[config.mk]
export PLATFORM = sky130hd
export DESIGN_NAME = axi_read_engine
export DESIGN_NICKNAME = d
export VERILOG_FILES = /design/src/hdl/axi_bus_pkg.sv /design/src/hdl/sram_pkg.sv /design/src/hdl/axi_read_engine.sv
export SDC_FILE = /design/constraint.sdc
export NUM_CORES = 1
export LEC_CHECK = 0
export BUFFER_PORTS_ARGS = -buffer_cell sky130_fd_sc_hd__buf_2
export CORE_AREA = 2 2 76 78
export DETAILED_ROUTE_END_ITERATION = 6
export DIE_AREA = 0 0 78 80
export GPL_ROUTABILITY_DRIVEN = 0
export GPL_TIMING_DRIVEN = 0
export PLACE_DENSITY = 0.78
export SLEW_MARGIN = 20
export SYNTH_ARGS = -nofsm -noshare
export SYNTH_HDL_FRONTEND = slang
export SYNTH_SLANG_ARGS = --single-unit
[constraint.sdc]
create_clock -name ACLK -period 2.05 [get_ports ACLK]
set_clock_uncertainty 0.05 [all_clocks]
set_input_delay 0.205 -clock ACLK [delete_from_list [all_inputs] [get_ports ACLK]]
set_output_delay 0.205 -clock ACLK [all_outputs]
set_load 0.005 [all_outputs]
[src/hdl/axi_bus_pkg.sv]
package axi_bus_pkg;

	////////////////////////////////////////////////////////////
	// Channel widths
	////////////////////////////////////////////////////////////
	localparam int AXI_ADDR_W = 32;
	localparam int AXI_DATA_W = 32;
	localparam int AXI_STRB_W = 4;
	localparam int AXI_ID_W   = 6;

	typedef logic [AXI_ADDR_W-1:0] axi_addr_t;
	typedef logic [AXI_DATA_W-1:0] axi_data_t;
	typedef logic [AXI_STRB_W-1:0] axi_strb_t;
	typedef logic [AXI_ID_W-1:0]   axi_id_t;
	typedef logic [1:0]            axi_resp_t;

	localparam axi_resp_t RESP_OKAY   = 2'b00;
	localparam axi_resp_t RESP_SLVERR = 2'b10;

	////////////////////////////////////////////////////////////
	// Channel payloads
	////////////////////////////////////////////////////////////
	typedef struct packed {
		axi_id_t   id;
		axi_addr_t addr;
	} axi_aw_t;

	typedef struct packed {
		axi_data_t data;
		axi_strb_t strb;
	} axi_w_t;

	typedef struct packed {
		axi_id_t   id;
		axi_resp_t resp;
	} axi_b_t;

	typedef struct packed {
		axi_id_t   id;
		axi_addr_t addr;
	} axi_ar_t;

	typedef struct packed {
		axi_id_t   id;
		axi_data_t data;
		axi_resp_t resp;
		logic      last;
	} axi_r_t;

	// Phases of one single-beat transaction in a channel engine
	typedef enum logic [1:0] {
		ST_IDLE,
		ST_ACCEPT,
		ST_MEM,
		ST_RESP
	} engine_state_t;

endpackage

[src/hdl/sram_pkg.sv]
package sram_pkg;

	import axi_bus_pkg::*;

	////////////////////////////////////////////////////////////
	// RAM geometry
	////////////////////////////////////////////////////////////
	localparam int MEM_WORDS  = 256;
	localparam int MEM_IDX_W  = 8;
	// Byte lanes inside one word
	localparam int BYTE_OFS_W = 2;

	typedef logic [MEM_IDX_W-1:0] mem_idx_t;

	////////////////////////////////////////////////////////////
	// Port requests
	////////////////////////////////////////////////////////////
	typedef struct packed {
		mem_idx_t idx;
	} ram_rd_req_t;

	typedef struct packed {
		mem_idx_t  idx;
		axi_data_t data;
		axi_strb_t mask;
	} ram_wr_req_t;

endpackage

[src/hdl/axi_read_engine.sv]
module axi_read_engine
	import axi_bus_pkg::*;
	import sram_pkg::*;
(
	input  logic        ACLK,
	input  logic        ARESETn,

	input  axi_ar_t     ar,
	input  logic        ar_valid,
	output logic        ar_ready,

	output axi_r_t      r,
	output logic        r_valid,
	input  logic        r_ready,

	output ram_rd_req_t rd,
	output logic        rd_req,
	input  logic        rd_accept,
	input  logic        rd_done,
	input  axi_data_t   rd_data
);

	engine_state_t state;
	logic          ar_xfer;
	logic          in_range;

	assign ar_xfer = ar_valid && ar_ready;

	assign in_range = (ar.addr[AXI_ADDR_W-1:MEM_IDX_W+BYTE_OFS_W] == '0);

	////////////////////////////////////////////////////////////
	// Control
	////////////////////////////////////////////////////////////
	always_ff @(posedge ACLK) begin
		if (!ARESETn) begin
			state    <= ST_IDLE;
			ar_ready <= 1'b0;
			rd_req   <= 1'b0;
			r_valid  <= 1'b0;
		end else begin
			case (state)
				ST_IDLE: begin
					if (ar_valid) begin
						ar_ready <= 1'b1;
						state    <= ST_ACCEPT;
					end
				end
				ST_ACCEPT: begin
					if (ar_xfer) begin
						ar_ready <= 1'b0;
						if (in_range) begin
							rd_req <= 1'b1;
							state  <= ST_MEM;
						end else begin
							r_valid <= 1'b1;
							state   <= ST_RESP;
						end
					end
				end
				ST_MEM: begin
					if (rd_accept)
						rd_req <= 1'b0;
					if (rd_done) begin
						r_valid <= 1'b1;
						state   <= ST_RESP;
					end
				end
				ST_RESP: begin
					if (r_ready) begin
						r_valid <= 1'b0;
						state   <= ST_IDLE;
					end
				end
				default: state <= ST_IDLE;
			endcase
		end
	end

	////////////////////////////////////////////////////////////
	// R payload
	////////////////////////////////////////////////////////////
	always_ff @(posedge ACLK) begin
		if (state == ST_ACCEPT && ar_xfer) begin
			r.id   <= ar.id;
			r.resp <= in_range ? RESP_OKAY : RESP_SLVERR;
			r.last <= 1'b1;
			// Zero stays in place for an error response
			r.data <= '0;
			rd.idx <= ar.addr[MEM_IDX_W+BYTE_OFS_W-1:BYTE_OFS_W];
		end else if (state == ST_MEM && rd_done) begin
			r.data <= rd_data;
		end
	end

endmodule

== After elaboration in Yosys (flattened, before gate mapping) ==
Cells that the tools add are included.

* Register bits: 53
* Output and inout bits: 52

* Mux-type cells: 19
* Equality and inequality tests: 10
* Reductions and logical operators: 12

{| class="wikitable"
|+ Operators by type and width
! operator !! number
|-
| logical NOT 22 bit || 1
|-
| inequality test 2 bit, second input constant || 7
|-
| 2-to-1 mux 1 bit || 10
|-
| 2-to-1 mux 2 bit || 5
|-
| one-hot mux 2 bit (4 select lines) || 1
|-
| AND reduction 4 bit || 2
|-
| AND reduction 5 bit || 1
|-
| == test 2 bit, second input constant || 2
|-
| one-hot mux 1 bit (2 select lines) || 2
|-
| nonzero test 2 bit || 2
|-
| logical AND 1 bit || 3
|-
| one-hot mux 1 bit (3 select lines) || 1
|-
| AND reduction 3 bit || 1
|-
| nonzero test 3 bit || 1
|-
| == test 2 x 1 -> 1 bit, second input constant || 1
|-
| logical NOT 2 bit || 1
|}

== Depth between registers and ports, before layout ==
* Depth after elaboration: 4
* Mapped depth: 7

== Worst setup path before layout ==
No wires, ideal clock.

* Path type: reg2reg
* Start point: register state[1]
* End point: register r[2] (netlist bit), enable pin
* Setup time: 0.385 ns
* Period minus slack after synthesis: 2.026 ns
* Required time: 1.615 ns
* Buffers on the path: 2
* Slack: 0.024 ns
* Stages on the path, launching flop included: 6
* Arrival: 1.591 ns
* Cells stage by stage: dfxtp_1 inv_1 ha_1 and3_1 clkbuf_1 clkbuf_1

* Word-level cells in the longest chain between the ends: 2

{| class="wikitable"
|+ RTL lines
! item !! RTL line !! RTL
|-
| start, declared || axi_read_engine.sv:23 || <nowiki>engine_state_t state;</nowiki>
|-
| start signal, assigned || axi_read_engine.sv:36 || <nowiki>state <= ST_IDLE;</nowiki>
|-
| start signal, assigned || axi_read_engine.sv:45 || <nowiki>state <= ST_ACCEPT;</nowiki>
|-
| start signal, assigned || axi_read_engine.sv:53 || <nowiki>state <= ST_MEM;</nowiki>
|-
| == test 2 x 1 -> 1 bit || axi_read_engine.sv:83 || <nowiki>if (state == ST_ACCEPT && ar_xfer) begin</nowiki>
|-
| logical AND 1 bit || axi_read_engine.sv:83 ||
|-
| end, declared || axi_read_engine.sv:12 || <nowiki>output axi_r_t r,</nowiki>
|}

No other way between the ends.
A chain may end at the register's enable or synchronous reset.

== Worst setup path in the final report ==
* Start point: register state[0]
* End point: register state[1]

* Word-level cells in the longest chain between the ends: 3
* Elaborated cells on any way between the ends: 10
* Those cells by class: eq/ne: 7; mux: 1; reduce/logical: 2

{| class="wikitable"
|+ RTL lines
! item !! RTL line !! RTL
|-
| == test 2 bit (tied with other cells) || axi_read_engine.sv:41 || <nowiki>case (state)</nowiki>
|-
| inequality test 2 bit (no line) || -- ||
|-
| AND reduction 4 bit (no line) || -- ||
|}

Several ways; a longest one is shown, not always the timed one.

==> impl_results.md <==
- Final hold violations: 0
- Largest fanout of any net on the critical path: 5
- Min Hold Slack: 0.0309 ns
- Clk buf depth: 2
- Critical Path Source Type: flip-flop
- Hold buffers post-CTS: 0
- DR pass1 iterations: 4
- Data required time of the critical path: 2.23 ns
- Final WS setup: 0.150 ns
- Pin count of the biggest net entering global routing: 25
- Global-route wire length before repair: 7450 um
- DRC violations left: 0
- Number of vias per cell: 4.59
- Die Footprint: 6240 um2
- Placed inst area: 2710 um2
- Final-layout fill cell count: 555
- Total congestion overflow after global routing: 0
- Chip width: 78 um
- MaxCap Viol Count: 0
- Worst supply voltage drop on vdd: 0.502 mV
- Placed wire-length estimate after detailed placement: 3700 um
- Maximum clock rate: 0.526 GHz
- Count of port buffers added during placement: 123
- Total negative slack for setup checks: 0 ns
- Average cell area after synthesis: 9.61 um2
- Post-layout power: 3.28 mW
- Post-route fraction of the period consumed by the critical path: 0.927
- Routed wire length: 4790 um
- Clk Tree Root Cell: clkbuf_8
- GRT Total Usage: 0.150
- Netlist Area Pre-Place: 2010 um2
- Clock slew at reported path FFs: 0.09 ns
- Number of synthesized register bits: 52
- Power density over the cells: 1170 nW/um2
- Sort of element at the end of the critical path: flip-flop
- Height of the chip: 80 um
- Ys Warns: 0
- Min-delay worst type: input pin to flip-flop
- Antenna Violating Nets Remaining: 0
- Detailed-route wire length per cell: 11.6 um
- Final Critical Period: 1.90 ns
- Layout cell share with drive strength beyond 1: 0.424
- Final Max Slew Viols: 0
- Worst-Skew Late Latency: 0.29 ns
- Number of antenna violations at the first check in global routing: 0
- Worst setup slack after placement: -0.414 ns
- Clock sinks: 52
- Boundary pin count: 128
- Number of rows in the core area: 27
- Net count of the finished layout: 419
- First-iteration detailed-routing DRC count: 36
- Unrepaired setup endpoints after global routing: no
- Routed vias: 1,893
- Leakage power summed over all cells: 1.30 nW
- Antenna diodes: 0
- Final design instance area without fill: 2810 um2
- Synthesized instance count: 209
- Clock tree from TritonCTS: built
- Relative area change from synthesis to final layout: 39.9%
- Vias in the first global route: 1,664
- Data arrival at the endpoint of the critical path: 2.08 ns
- Total CTS buffers: 5
- Post-synthesis net count: 289
- Maximum level of the CTS H-tree: 2
- Kind of critical path: flip-flop to flip-flop
- Fraction of the yosys area taken by sequential cells: 0.593
- Effective utilization at floorplan: 0.372
- CORE AREA: 5410 um2
- Outcome: completed
- Synth unique cells: 35
- Count of final setup violators: 0
## state kept, by name (all words and copies together) (netlist names)
name,flops
ar_ready,1
rd,8
state,2
r,39
r_valid,1
rd_req,1
## synthesized netlist by cell type
master | count | area [um2]
a21boi_0 | 1 | 7.51
nand2_1 | 67 | 251
a31oi_1 | 1 | 6.26
nand2_2 | 1 | 6.26
a211oi_1 | 1 | 7.51
conb_1 | 2 | 7.51
a21oi_1 | 35 | 175
o211ai_1 | 1 | 7.51
dfxtp_1 | 37 | 741
ha_1 | 4 | 50.1
nand4_2 | 1 | 12.5
or2_2 | 2 | 12.5
o311ai_0 | 1 | 8.76
nand2b_1 | 1 | 6.26
clkbuf_1 | 11 | 41.3
nor4_1 | 1 | 6.26
or3b_2 | 1 | 8.76
nor2_1 | 1 | 3.75
o31a_2 | 1 | 10.0
a221oi_1 | 1 | 8.76
edfxtp_1 | 15 | 450
o41ai_1 | 1 | 8.76
o21ai_0 | 2 | 10.0
or3_1 | 1 | 6.26
o211a_1 | 1 | 10.0
nor2b_1 | 2 | 12.5
a2111oi_0 | 1 | 8.76
mux2i_1 | 1 | 10.0
buf_4 | 2 | 15.0
and3_1 | 1 | 6.26
inv_1 | 5 | 18.8
or4_1 | 1 | 7.51
and2_1 | 1 | 6.26
nor4_4 | 1 | 21.3
nor4_2 | 3 | 37.5
## routing by layer
metal / up-vias / track usage / wire length, um
li1: 961 / - / -
met1: 869 / 0.163 / 1900
met2: 58 / 0.288 / 2560
met3: 5 / 0.0373 / 286
met4: 0 / 0.0456 / 36
met5: - / 0 / 0
## cell usage in the layout (no fill, tap or decap), types with 3 or more instances in the layout
| cell type | n |
|---|---|
| inv_1 | 5 |
| buf_2 | 123 |
| clkbuf_1 | 11 |
| nor4_2 | 3 |
| a21oi_1 | 35 |
| clkbuf_8 | 5 |
| nand2_1 | 67 |
| edfxtp_1 | 15 |
| ha_1 | 4 |
| dfxtp_1 | 36 |
## cell type report
cell class,count,area [um2],share of cell area
flip-flops and latches,52,1190,0.424
multi-input cells,139,748,0.266
repair buffers,123,616,0.219
well taps,72,90.1,0.0321
clock buffers,6,72.6,0.0258
plain buffers,13,60.1,0.0214
inverters,5,18.8,0.00668
clock inverters,2,11.3,0.00401
## worst paths after layout
kind | from | to | cells after the start | slack [ns]
worst max-delay path | state[0]$_SDFFE_PN0P_ | state[1]$_SDFFE_PN0P_ | 6 | 0.15
worst min-delay path | ar[35] | r[38]$_DFFE_PP_ | 1 | 0.03
worst min register to register | r[26]$_SDFFE_PP0P_ | r[26]$_SDFFE_PP0P_ | 2 | 0.40
worst max register to register | state[0]$_SDFFE_PN0P_ | state[1]$_SDFFE_PN0P_ | 6 | 0.15
## metrics by stage
| stage | std cells | utilization |
|---|---|---|
| 2_1_floorplan | 209 | - |
| 3_3_place_gp | 404 | 0.502 |
| 3_5_place_dp | 404 | 0.502 |
| 4_1_cts | 412 | 0.519 |
| 5_1_grt | 412 | 0.520 |
| 6_report | 412 | 0.520 |
## cell families (layout without fill, tap and decap cells)
group | after synthesis | after routing | synth area share
AO/OA/AOI/OAI | 47 | 47 | 0.134
adder cells (fa/ha/maj) | 4 | 4 | 0.0249
buffers and inverters | 18 | 149 | 0.0374
flip-flops | 52 | 52 | 0.593
multiplexers | 1 | 1 | 0.00498
other | 2 | 2 | 0.00374
AND/OR/NAND/NOR | 85 | 85 | 0.202
## report_power, final
group	switching, mW	total, mW	internal [mW]	leakage [nW]
registers	0.168	1.59	1.42	0.445
logic	0.564	1.14	0.574	0.821
clock network	0.315	0.552	0.237	0.0388
total	1.05	3.28	2.23	1.30
## critical path: stages (launching register included)
cell and delay, ns:
dfxtp_2 0.38, inv_1 0.08, ha_1 0.26, nor2b_1 0.17, or2_2 0.31, or3b_2 0.45
a21oi_1 0.13
## repair_timing
| action | in CTS | in global routing |
|---|---|---|
| setup buffers | 0 | 0 |
| endpoints found under the setup margin | 25 | 2 |
| hold endpoints to repair | 0 | 0 |
| resized for setup | 3 | 2 |
(Power assumes the default switching activity.)
