[src/hdl/axi_bus_pkg.sv]
package axi_bus_pkg;

	////////////////////////////////////////////////////////////
	// Channel widths
	////////////////////////////////////////////////////////////
	localparam int AXI_ADDR_W = 32;
	localparam int AXI_DATA_W = 32;
	localparam int AXI_STRB_W = 4;
	localparam int AXI_ID_W   = 6;

	typedef logic [AXI_ADDR_W-1:0] axi_addr_t;
	typedef logic [AXI_DATA_W-1:0] axi_data_t;
	typedef logic [AXI_STRB_W-1:0] axi_strb_t;
	typedef logic [AXI_ID_W-1:0]   axi_id_t;
	typedef logic [1:0]            axi_resp_t;

	localparam axi_resp_t RESP_OKAY   = 2'b00;
	localparam axi_resp_t RESP_SLVERR = 2'b10;

	////////////////////////////////////////////////////////////
	// Channel payloads
	////////////////////////////////////////////////////////////
	typedef struct packed {
		axi_id_t   id;
		axi_addr_t addr;
	} axi_aw_t;

	typedef struct packed {
		axi_data_t data;
		axi_strb_t strb;
	} axi_w_t;

	typedef struct packed {
		axi_id_t   id;
		axi_resp_t resp;
	} axi_b_t;

	typedef struct packed {
		axi_id_t   id;
		axi_addr_t addr;
	} axi_ar_t;

	typedef struct packed {
		axi_id_t   id;
		axi_data_t data;
		axi_resp_t resp;
		logic      last;
	} axi_r_t;

	// Phases of one single-beat transaction in a channel engine
	typedef enum logic [1:0] {
		ST_IDLE,
		ST_ACCEPT,
		ST_MEM,
		ST_RESP
	} engine_state_t;

endpackage

[src/hdl/sram_pkg.sv]
package sram_pkg;

	import axi_bus_pkg::*;

	////////////////////////////////////////////////////////////
	// RAM geometry
	////////////////////////////////////////////////////////////
	localparam int MEM_WORDS  = 256;
	localparam int MEM_IDX_W  = 8;
	// Byte lanes inside one word
	localparam int BYTE_OFS_W = 2;

	typedef logic [MEM_IDX_W-1:0] mem_idx_t;

	////////////////////////////////////////////////////////////
	// Port requests
	////////////////////////////////////////////////////////////
	typedef struct packed {
		mem_idx_t idx;
	} ram_rd_req_t;

	typedef struct packed {
		mem_idx_t  idx;
		axi_data_t data;
		axi_strb_t mask;
	} ram_wr_req_t;

endpackage

[src/hdl/axi_write_engine.sv]
module axi_write_engine
	import axi_bus_pkg::*;
	import sram_pkg::*;
(
	input  logic        ACLK,
	input  logic        ARESETn,

	input  axi_aw_t     aw,
	input  logic        aw_valid,
	output logic        aw_ready,

	input  axi_w_t      w,
	input  logic        w_valid,
	output logic        w_ready,

	output axi_b_t      b,
	output logic        b_valid,
	input  logic        b_ready,

	output ram_wr_req_t wr,
	output logic        wr_req,
	input  logic        wr_accept,
	input  logic        wr_done
);

	engine_state_t state;
	logic          addr_ready;
	logic          wr_xfer;
	logic          in_range;

	// AW and W are always taken on the same edge
	assign aw_ready = addr_ready;
	assign w_ready  = addr_ready;

	assign wr_xfer = aw_valid && aw_ready && w_valid && w_ready;

	// Upper address bits clear means the byte lies inside the RAM
	assign in_range = (aw.addr[AXI_ADDR_W-1:MEM_IDX_W+BYTE_OFS_W] == '0);

	////////////////////////////////////////////////////////////
	// Control
	////////////////////////////////////////////////////////////
	always_ff @(posedge ACLK) begin
		if (!ARESETn) begin
			state      <= ST_IDLE;
			addr_ready <= 1'b0;
			wr_req     <= 1'b0;
			b_valid    <= 1'b0;
		end else begin
			case (state)
				ST_IDLE: begin
					if (aw_valid && w_valid) begin
						addr_ready <= 1'b1;
						state      <= ST_ACCEPT;
					end
				end
				ST_ACCEPT: begin
					if (wr_xfer) begin
						addr_ready <= 1'b0;
						if (in_range) begin
							wr_req <= 1'b1;
							state  <= ST_MEM;
						end else begin
							// Dropped write answers straight away
							b_valid <= 1'b1;
							state   <= ST_RESP;
						end
					end
				end
				ST_MEM: begin
					if (wr_accept)
						wr_req <= 1'b0;
					if (wr_done) begin
						b_valid <= 1'b1;
						state   <= ST_RESP;
					end
				end
				ST_RESP: begin
					if (b_ready) begin
						b_valid <= 1'b0;
						state   <= ST_IDLE;
					end
				end
				default: state <= ST_IDLE;
			endcase
		end
	end

	////////////////////////////////////////////////////////////
	// Captured request and held response
	////////////////////////////////////////////////////////////
	always_ff @(posedge ACLK) begin
		if (state == ST_ACCEPT && wr_xfer) begin
			b.id    <= aw.id;
			b.resp  <= in_range ? RESP_OKAY : RESP_SLVERR;
			wr.idx  <= aw.addr[MEM_IDX_W+BYTE_OFS_W-1:BYTE_OFS_W];
			wr.data <= w.data;
			wr.mask <= w.strb;
		end
	end

endmodule

[config.mk]
export PLATFORM = sky130hd
export DESIGN_NAME = axi_write_engine
export DESIGN_NICKNAME = d
export VERILOG_FILES = /design/src/hdl/axi_bus_pkg.sv /design/src/hdl/sram_pkg.sv /design/src/hdl/axi_write_engine.sv
export SDC_FILE = /design/constraint.sdc
export NUM_CORES = 1
export LEC_CHECK = 0
export ABC_AREA = 1
export BUFFER_PORTS_ARGS = -buffer_cell sky130_fd_sc_hd__buf_4
export CORE_MARGIN = 10
export CORE_UTILIZATION = 30
export CTS_CLUSTER_DIAMETER = 150
export DETAILED_ROUTE_END_ITERATION = 10
export GPL_TIMING_DRIVEN = 0
export SLEW_MARGIN = 20
export SYNTH_ARGS = -nofsm -noshare
export SYNTH_HDL_FRONTEND = slang
export SYNTH_SLANG_ARGS = --single-unit
[constraint.sdc]
create_clock -name ACLK -period 5.4 [get_ports ACLK]
set_input_delay 0.27 -clock ACLK [delete_from_list [all_inputs] [get_ports ACLK]]
set_output_delay 0.27 -clock ACLK [all_outputs]
set_load 0.05 [all_outputs]
Yosys cells after proc, flatten, opt, wreduce, memory -nomap -nowiden
Index checks and enable logic that the tools add are counted.
Storage, ports and cells
  register bits: 57
  output and inout bits: 56
Operators by class
  equality and inequality tests: 10
  multiplexer cells: 19
  reductions and logical operators: 14
Operators with widths (number)
  22-bit zero test: 1
  2-bit inequality test, second input constant: 7
  1-bit two-way mux: 10
  2-bit two-way mux: 5
  2-bit one-hot mux with 4 select lines: 1
  4-bit AND reduction: 2
  1-bit logical AND: 5
  5-bit AND reduction: 1
  2-bit equality test, second input constant: 2
  1-bit one-hot mux with 2 select lines: 2
  2-bit nonzero test: 2
  1-bit one-hot mux with 3 select lines: 1
  3-bit AND reduction: 1
  3-bit nonzero test: 1
  2-bit by 1-bit equality test with 1-bit output, second input constant: 1
  2-bit zero test: 1

Longest topological paths before layout
Gate-level depths: netlist (run 1).
  word-level depth: 5
  mapped depth: 9
  depth with buffers taken out: 9

Least setup slack after synthesis (run 1)
Ideal clock, no wire load.
  path kind: flip-flop to flip-flop
  start: register addr_ready, in the netlist aw_ready
  end: register b[1] (netlist bit), enable pin
  arrival: 4343 ps
  required time: 4877 ps
  path slack: 534 ps
  stages on the path, launching flop included: 3
  path buffers: 0
  clock period less this slack: 4866 ps
  cell sequence: dfxtp_1 > inv_1 > nor3_1
Between the ends
  cells in the longest elaborated chain, start to end: 4
RTL lines
  start: declaration: RTL line axi_write_engine.sv:27  | logic addr_ready;
  start signal: assignment: RTL line axi_write_engine.sv:46  | addr_ready <= 1'b0;
  start signal: assignment: RTL line axi_write_engine.sv:53  | addr_ready <= 1'b1;
  start signal: assignment: RTL line axi_write_engine.sv:59  | addr_ready <= 1'b0;
  1-bit logical AND (2 in a row): RTL line axi_write_engine.sv:35  | assign wr_xfer = aw_valid && aw_ready && w_valid && w_ready;
  1-bit logical AND *: RTL line axi_write_engine.sv:35
  1-bit logical AND *: RTL line axi_write_engine.sv:93  | if (state == ST_ACCEPT && wr_xfer) begin
  end: declaration: RTL line axi_write_engine.sv:16  | output axi_b_t b,
Every way passes the cells marked *; elsewhere a longest branch is shown, timed or not.
A chain may end at the register's enable or synchronous reset.

Final worst setup path (run 1)
  start: register state[1]
  end: register wr[7] (netlist bit), enable pin
Between the ends
  cells in the longest elaborated chain, start to end: 2
RTL lines
  start: declaration: RTL line axi_write_engine.sv:26  | engine_state_t state;
  start signal: assignment: RTL line axi_write_engine.sv:45  | state <= ST_IDLE;
  start signal: assignment: RTL line axi_write_engine.sv:54  | state <= ST_ACCEPT;
  start signal: assignment: RTL line axi_write_engine.sv:62  | state <= ST_MEM;
  2-bit by 1-bit equality test with 1-bit output: RTL line axi_write_engine.sv:93
  1-bit logical AND: RTL line axi_write_engine.sv:93
  end: declaration: RTL line axi_write_engine.sv:20  | output ram_wr_req_t wr,
No other way between the ends.

==> flow_summary.yaml, run 1 <==
die:
  rows: 29
  start_util_pct: 31.3
  dieArea_um2: 10400
  core_um2: 6420
  pin_count: 137
  die_h_um: 102
  die_x_um: 102
sta:
  slew-limit-headroom_pct: 62.1
  whs_ps: 136
  finalCritPeriodShare_pct: 43.3
  setup_viol: 0
  fin_ws_ps: 3060
  maxSlewViolCount: 0
  rsz0062_at_grt: "no"
  fmax_mhz: 428
  final.setup_skew_ps: 9.29
  worst_pin_slew_ps: 566
  timing.final.crit_period_ps: 2340
  finalSetupTns_ps: 0
  final_hold_viol_count: 0
power:
  power_leakage_nw: 1.40
  vdd_drop_max_mv: 0.158
  p_comb_share_pct: 24.8
  power_frac_clock_pct: 23.3
  power_density_nw_per_um2: 300
  power_frac_seq_pct: 51.8
  netSwitchingFraction_pct: 29.4
  p_sw_w: 0.000287
  p_int_w: 0.000688
  total_power_w: 0.000975
logic_synthesis:
  syn-instance-count: 126
  synth.distinct_cells: 22
  syn_nets: 212
  synthAdderAreaFrac_pct: 3.11
  synthArstFlopShare_pct: 0
  yosysWarnings: 0
  synth_edf_count: 51
  synth_most_common_cell: "edfxtp_1"
  synth_common_cells: "edfxtp_1, nor2_1, nand2_1, inv_1"
  synth_top_family_by_area: "simple AND/OR/NAND/NOR gates"
  synth_largest_area_cell: "edfxtp_1"
  synth_area_um2: 2010
  synth-main-ff-cell: "edfxtp_1"
  synth-simple-area-share_pct: 9.90
  synth.top_cell.area_share_pct: 76.2
  synth-seq-cells: 56
  synth-compound-area-share_pct: 3.18
  ys_seq_area_share_pct: 81.2
  syn_area_per_cell_um2: 15.9
  synth.area.top_cells: "edfxtp_1, dfxtp_1, ha_1"
  synth_mux_area_share_pct: 0
  synth_xor_area_share_pct: 0
routing:
  first_iter_violations: 38
  drt-total-wl_um: 5640
  routedWlPerCell_um: 16.1
  vias: 1517
  dr.pass1.iters: 6
  viasPerCell: 4.33
  antenna_left: 0
  drc_errors: 0
global_routing:
  antenna_found_initial: 0
  grtUsageMet3_pct: 6.14
  grt_first_pass_wirelength_um: 8360
  grtUsageMet2_pct: 15.8
  grt_max_degree: 19
  grtUsageMet1_pct: 12.4
  top_usage_layer: "met2"
  grt_pass1_vias: 1663
  grt_overflow: 0
  grt_usage_pct: 10.3
clocking:
  h-tree-depth: 2
  cts_tree: "yes"
  cts_buffer_depth: 2
  cts_hold_buf: 0
  cts_setup_buffers: 0
  cts_root_buf: "clkbuf_8"
  insertion_delay_ps: 300
  path_clk_slew_ps: 100
  numCtsBuffers: 5
  clock-sinks: 56
  cts.repair.resized: 0
critical_path:
  slowest_delay_ps: 490
  worstPathCellList: "inv_1, ha_1, inv_1, nor3_2, buf_6, buf_4, buf_6, buf_6"
  worstPathArrival_ps: 2350
  rrSetupSlack_ps: 3060
  path_max_fanout: 10
  slowest_stage: "nor3_2"
  crit_top_cell: "buf_6"
  cp-end-kind: "flip-flop"
  path_class: "reg2reg"
  cp.required_ps: 5420
  start_kind: "flip-flop"
flow_run:
  max-cap-violations: 0
place:
  dpl_cell_area_um2: 3170
  numPortBuffers: 133
  hpwl_um: 4740
  dp_slack_ps: 3040
  place.gp.congestion: 0.703
final_layout:
  synthToLayoutAreaGrowth_pct: 62.1
  finalInstanceArea_um2: 3260
  diodes: 0
  drive_gt1_share_pct: 58.6
  final_nets: 358
run_status:
  status: "finished clean"
hold_path:
  hold_path_class: "in2reg"
[critical path: cells and delay by family (launching register included)]
family | cells | cell delay [ps]
and+or+nand+nor | 1 | 490
DFF | 1 | 360
adders and majority gates | 1 | 270
buffers and inverters | 6 | 930
[final timing paths]
| kind | startpoint | to | cells past startpoint |
|---|---|---|---|
| min | w[20] | wr[20]$_DFFE_PP_ | 1 |
| max reg2reg | state[1]$_SDFFE_PN0P_ | wr[7]$_DFFE_PP_ | 8 |
| max | state[1]$_SDFFE_PN0P_ | wr[7]$_DFFE_PP_ | 8 |
| min reg2reg | wr_req$_SDFFE_PN0P_ | wr_req$_SDFFE_PN0P_ | 2 |
[area by class of cell]
type	instances	area, um2
inverter	9	33.8
timing repair buffer	139	1050
clock inverter	3	22.5
buffer	2	15.0
tap	77	96.3
sequential	56	1630
fill	594	3170
multi-input combinational	59	334
clock buffer	5	68.8
[power by group through the flow]
stage | combinational, W | sequential [W] | clock, W
floorplan | 0.000114 | 0.000556 | 0
global placement | 0.000239 | 0.000516 | 0
detailed placement | 0.000245 | 0.000515 | 0
CTS | 0.000245 | 0.000506 | 0.000241
global route | 0.000272 | 0.000509 | 0.000257
finish | 0.000242 | 0.000506 | 0.000228
[cell families (layout without fill, tap and decap cells)]
group                      count (synthesis)  after routing
AOI/OAI and AO/OA                         10             10
and+or+nand+nor                           43             43
other                                      1              1
adders and majority gates                  5              5
buffers and inverters                     11            158
DFF                                       56             56
[state kept, by name (all words and copies together) (netlist names)]
register  flops
wr           44
b             7
state         2
aw_ready      1
b_valid       1
wr_req        1
[metal layers]
| metal | part of all wire, % | routed length (um) |
|---|---|---|
| met1 | 45 | 2530 |
| met2 | 42 | 2350 |
| met3 | 13 | 759 |
| met4 | 0 | 0 |
| met5 | 0 | 0 |
[stage by stage]
step	cells	util [%]
2_1_floorplan	126	-
3_3_place_gp	336	48.3
3_5_place_dp	342	49.3
4_1_cts	350	50.7
5_1_grt	350	50.7
6_report	350	50.7
[placed cells by master (no fill, tap or decap), types with 2 or more instances in the layout]
master,n
nor2_2,3
a21oi_1,3
nand2_1,14
nand3_1,3
inv_1,9
dfxtp_1,5
edfxtp_1,51
buf_4,138
buf_6,3
nor2_1,15
ha_1,5
nand2_2,2
o21ai_2,2
clkbuf_8,5
o21ai_1,2
Note: power is estimated with default switching activity, not from simulation.
==> run 2, diff against run 1 <==
ABC_AREA = 0   (was 1)
clock period = 1.97 ns   (was 5.4 ns; I/O delays follow)
==> flow_summary.yaml, run 2 <==
logic_synthesis:
  ys_seq_area_share_pct: 83.1
  synth.distinct_cells: 24
  synth-main-ff-cell: "edfxtp_1"
  synth_most_common_cell: "edfxtp_1"
  synth_area_um2: 1960
  synth_edf_count: 51
  syn-instance-count: 101
  synthArstFlopShare_pct: 0
  yosysWarnings: 0
  syn_area_per_cell_um2: 19.4
  synth-seq-cells: 56
  syn_nets: 187
  synth_common_cells: "edfxtp_1, inv_1, nor4_1, dfxtp_1, ha_1"
  synth.area.top_cells: "edfxtp_1, dfxtp_1, ha_1"
  synth.top_cell.area_share_pct: 78.0
  synth_largest_area_cell: "edfxtp_1"
routing:
  routedWlPerCell_um: 17.5
  vias: 1639
  viasPerCell: 4.41
  dr.pass1.iters: 4
  first_iter_violations: 35
  drt-total-wl_um: 6510
  antenna_left: 0
  drc_errors: 0
global_routing:
  grtUsageMet2_pct: 20.5
  top_usage_layer: "met2"
  grtUsageMet3_pct: 6.65
  grt_pass1_vias: 1891
  grt_overflow: 0
  grt_first_pass_wirelength_um: 10200
  antenna_found_initial: 0
  grt_max_degree: 18
  grt_usage_pct: 12.7
  grtUsageMet1_pct: 14.5
place:
  hpwl_um: 4760
  numPortBuffers: 133
  dpl_cell_area_um2: 3150
  place.gp.congestion: 0.735
  place_inst: 314
clocking:
  clock-sinks: 56
  cts_tree: "yes"
  cts_buffer_depth: 2
  insertion_delay_ps: 300
  path_clk_slew_ps: 90
  cts_root_buf: "clkbuf_8"
  h-tree-depth: 2
  cts.repair.resized: 0
  numCtsBuffers: 5
critical_path:
  cp.required_ps: 2160
  worstSetupEndpoint: "state[0]$_SDFFE_PN0P_"
  path_max_fanout: 5
  path_class: "reg2reg"
  timing.rr.end: "state[0]$_SDFFE_PN0P_"
  cp-end-kind: "flip-flop"
  r2r.worst_path.cells: 7
  start_kind: "flip-flop"
  startpoint: "state[0]$_SDFFE_PN0P_"
  r2r-start: "state[0]$_SDFFE_PN0P_"
  rrSetupSlack_ps: 270
  worstPathArrival_ps: 1880
die:
  pin_count: 137
  core_um2: 6350
  start_util_pct: 30.9
  dieArea_um2: 10200
  die_x_um: 101
  die_h_um: 101
  rows: 29
power:
  p_comb_share_pct: 22.7
  p_sw_w: 0.000712
  netSwitchingFraction_pct: 24.7
  power_frac_seq_pct: 47.9
  power_frac_clock_pct: 29.4
  power_leakage_nw: 1.59
  p_int_w: 0.00217
  vdd_drop_max_mv: 0.433
  power_density_nw_per_um2: 760
sta:
  timing.final.crit_period_ps: 1700
  whs_ps: 65.6
  maxSlewViolCount: 0
  final_hold_viol_count: 0
  finalSetupTns_ps: 0
  setup_viol: 0
  final.setup_skew_ps: 2.70
  rsz0062_at_grt: "no"
  finalCritPeriodShare_pct: 86.2
  fmax_mhz: 589
flow_run:
  max-cap-violations: 0
final_layout:
  synthToLayoutAreaGrowth_pct: 93.1
  drive_gt1_share_pct: 53.2
  largest_reg_flops: 44
  finalInstanceArea_um2: 3790
  layoutNonFillerInstCount: 372
  largestRegisters: "wr x44, b x7, state x2"
  finalCoreUtilization_pct: 59.7
  layout_commonest_cell: "buf_4"
  diodes: 0
  final_nets: 381
  most-common-layout-cells: "buf_4, edfxtp_1, dlygate4sd3_1, nor4_1, clkbuf_8"
  top_register: "wr"
hold_path:
  hold_path_class: "in2reg"
run_status:
  status: "finished clean"
run 2: changes by cell type after synthesis, moves of 3 or more:
cell / change
inv_1: -3
nor4_1: +6
nor2_1: -14
mux2i_1: +3
nand2_1: -10
nor2_2: -3
run 2: final cells by class:
cell class	count	area, um2
Clock inverter	2	60.1
Inverter	6	25.0
Multi-Input combinational cell	37	318
Sequential cell	56	1640
Timing Repair Buffer	187	1570
Buffer	2	15.0
Tap cell	77	96.3
Fill cell	478	2560
Clock buffer	5	68.8
run 2: cell families after synthesis:
logic type      count (synthesis)  share of synthesized area, %
compound gates                 11                          5.29
fa+ha+maj                       5                          3.19
buf+inv                         8                          1.91
flops                          56                          83.1
mux                             3                          1.53
other cells                     1                         0.191
simple gates                   17                          4.78
run 2: critical path, cell delays in order, from the launching register on:
cell       delay, ps
dfxtp_2          390
inv_1            130
ha_1             250
inv_1             80
o22ai_1           90
a21o_1           230
a2111oi_4        330
a211oi_1          80
run 2: layer usage:
metal,up-vias,wire [um]
li1,776,-
met1,750,2590
met2,106,2990
met3,7,873
met4,0,58
met5,-,0
run 2: repair_timing:
item,CTS,global route
setup buffers,1,0
endpoints found under the hold margin,50,0
endpoints found under the setup margin,27,0
hold buffers,50,0
run 2: stage by stage:
step	worst slack, ps	power [W]
final	272	0.00288
after global routing	129	0.00301
after CTS	271	0.00292
after detailed placement	-66.7	0.00198
after global placement	-952	0.00196
after floorplan	-340	0.00175
run 2: power by group through the flow:
stage	sequential, W	combinational [W]	clock [W]
2_1_floorplan	0.00149	0.000263	0
3_3_place_gp	0.00141	0.000554	0
3_5_place_dp	0.00141	0.000571	0
4_1_cts	0.00138	0.000657	0.000879
5_1_grt	0.00139	0.000713	0.000913
6_report	0.00138	0.000654	0.000849
run 2: worst min-delay path by stage:
stage                 start               endpoint  slack (ps)  cells past startpoint
finish              ARESETn  state[1]$_SDFFE_PN0P_          70                      2
global route        ARESETn  aw_ready$_SDFFE_PN0P_          60                      2
CTS                 ARESETn  state[0]$_SDFFE_PN0P_          60                      3
detailed placement    aw[3]       wr[37]$_DFFE_PP_         280                      1
global placement       w[1]        wr[1]$_DFFE_PP_         280                      1
floorplan            aw[32]         b[2]$_DFFE_PP_         200                      0
==> run 3, diff against run 2 <==
CORE_UTILIZATION = 36   (was 30)
PLACE_DENSITY_LB_ADDON = 0.1   (was unset)
==> flow_summary.yaml, run 3 (synthesized netlist as in run 2, its figures left out) <==
die:
  rows: 26
  die_h_um: 93.8
  pin_count: 137
  dieArea_um2: 8810
  core_um2: 5200
  start_util_pct: 37.7
  die_x_um: 93.8
critical_path:
  worstSetupEndpoint: "state[0]$_SDFFE_PN0P_"
  startpoint: "state[0]$_SDFFE_PN0P_"
  path_max_fanout: 5
  cp.required_ps: 2150
  r2r-start: "state[0]$_SDFFE_PN0P_"
  cp.depth: 7
  r2r.worst_path.cells: 7
  worstPathCellList: "inv_1, ha_1, inv_1, o22ai_1, a21o_1, a2111oi_4, a211oi_1"
  worst-path-buf-inv: 2
  timing.critical_path.max_delay_family: "compound AO/OA/AOI/OAI gates"
  timing.rr.end: "state[0]$_SDFFE_PN0P_"
  crit_top_cell: "inv_1"
  slowest_stage: "dfxtp_2"
  start_kind: "flip-flop"
  rrSetupSlack_ps: 290
  slowest_delay_ps: 390
  path_class: "reg2reg"
  cp-end-kind: "flip-flop"
  worstPathArrival_ps: 1860
place:
  numPortBuffers: 133
  dpl_cell_area_um2: 3120
  dp_slack_ps: 18.2
  place.gp.congestion: 0.697
  place_inst: 307
  hpwl_um: 4700
power:
  total_power_w: 0.00272
  vdd_drop_max_mv: 0.545
  power_density_nw_per_um2: 728
  power_leakage_nw: 1.57
sta:
  finalCritPeriodShare_pct: 85.3
  fin_ws_ps: 290
  timing.final.crit_period_ps: 1680
  final_hold_viol_count: 0
  final.setup_skew_ps: 3.48
  rsz0062_at_grt: "no"
  maxSlewViolCount: 0
  setup_viol: 0
  fmax_mhz: 595
final_layout:
  most-common-layout-cells: "buf_4, edfxtp_1, dlygate4sd3_1, nor4_1, clkbuf_8"
  drive_gt1_share_pct: 53.2
  layout_commonest_cell: "buf_4"
  synthToLayoutAreaGrowth_pct: 90.4
  layoutNonFillerInstCount: 365
  finalCoreUtilization_pct: 71.8
  diodes: 0
  finalInstanceArea_um2: 3740
  largest_reg_flops: 44
  top_register: "wr"
  final_nets: 382
  largestRegisters: "wr x44, b x7, state x2"
clocking:
  cts.repair.resized: 0
  numCtsBuffers: 5
  cts_buffer_depth: 2
  clock-sinks: 56
  cts_root_buf: "clkbuf_8"
  h-tree-depth: 2
  insertion_delay_ps: 290
  cts_tree: "yes"
  path_clk_slew_ps: 90
routing:
  vias: 1580
  drt-total-wl_um: 6340
  dr.pass1.iters: 4
  viasPerCell: 4.33
  routedWlPerCell_um: 17.4
  drc_errors: 0
  first_iter_violations: 60
  antenna_left: 0
global_routing:
  grt_max_degree: 16
  grt_pass1_vias: 1740
  antenna_found_initial: 0
  grt_usage_pct: 14.3
  grt_first_pass_wirelength_um: 9720
  grt_overflow: 0
run_status:
  status: "finished clean"
hold_path:
  hold_path_class: "in2reg"
flow_run:
  max-cap-violations: 0
[run 3: cell type report]
class / count / area (um2)
plain buffers: 2 / 15.0
clock buffers: 5 / 68.8
clock inverters: 1 / 30.0
fillers: 375 / 1470
inverters: 6 / 25.0
multi-input cells: 37 / 318
flip-flops and latches: 56 / 1640
well taps: 70 / 87.6
repair buffers: 188 / 1560
[run 3: how the worst min path moves through the flow]
stage	start	end	depth (start not counted)
floorplan	aw[32]	b[2]$_DFFE_PP_	0
global placement	w[7]	wr[7]$_DFFE_PP_	1
detailed placement	w[22]	wr[22]$_DFFE_PP_	1
CTS	ARESETn	state[1]$_SDFFE_PN0P_	2
global route	ARESETn	aw_ready$_SDFFE_PN0P_	2
finish	ARESETn	state[1]$_SDFFE_PN0P_	2
[run 3: power breakdown]
part | switching [W] | internal, W | total, W
clock | 0.000331 | 0.000365 | 0.000696
sequential | 0.0000358 | 0.00134 | 0.00138
combinational | 0.000321 | 0.000324 | 0.000645
[run 3: timing repair]
action | in CTS | in global routing
endpoints found under the hold margin | 50 | 0
endpoints found under the setup margin | 0 | 14
hold buffers | 50 | 0
buffers inserted | 0 | 2
[run 3: routing by layer]
layer  vias up  share of wire, %  GRT usage [%]  wire [um]
met5         -                 0              0          0
met4         0              0.50           3.42         32
met3         4               7.4           4.96        470
met2        62                57           27.8       3630
met1       737                35           14.0       2210
li1        777                 -              -          -
[run 3: metrics by stage]
stage / setup TNS (ps) / hold slack, ps
3_3_place_gp: -43610 / 277
5_1_grt: 0 / 72.3
4_1_cts: 0 / 61.7
6_report: 0 / 68.9
2_1_floorplan: -17350 / 197
3_5_place_dp: 0 / 278
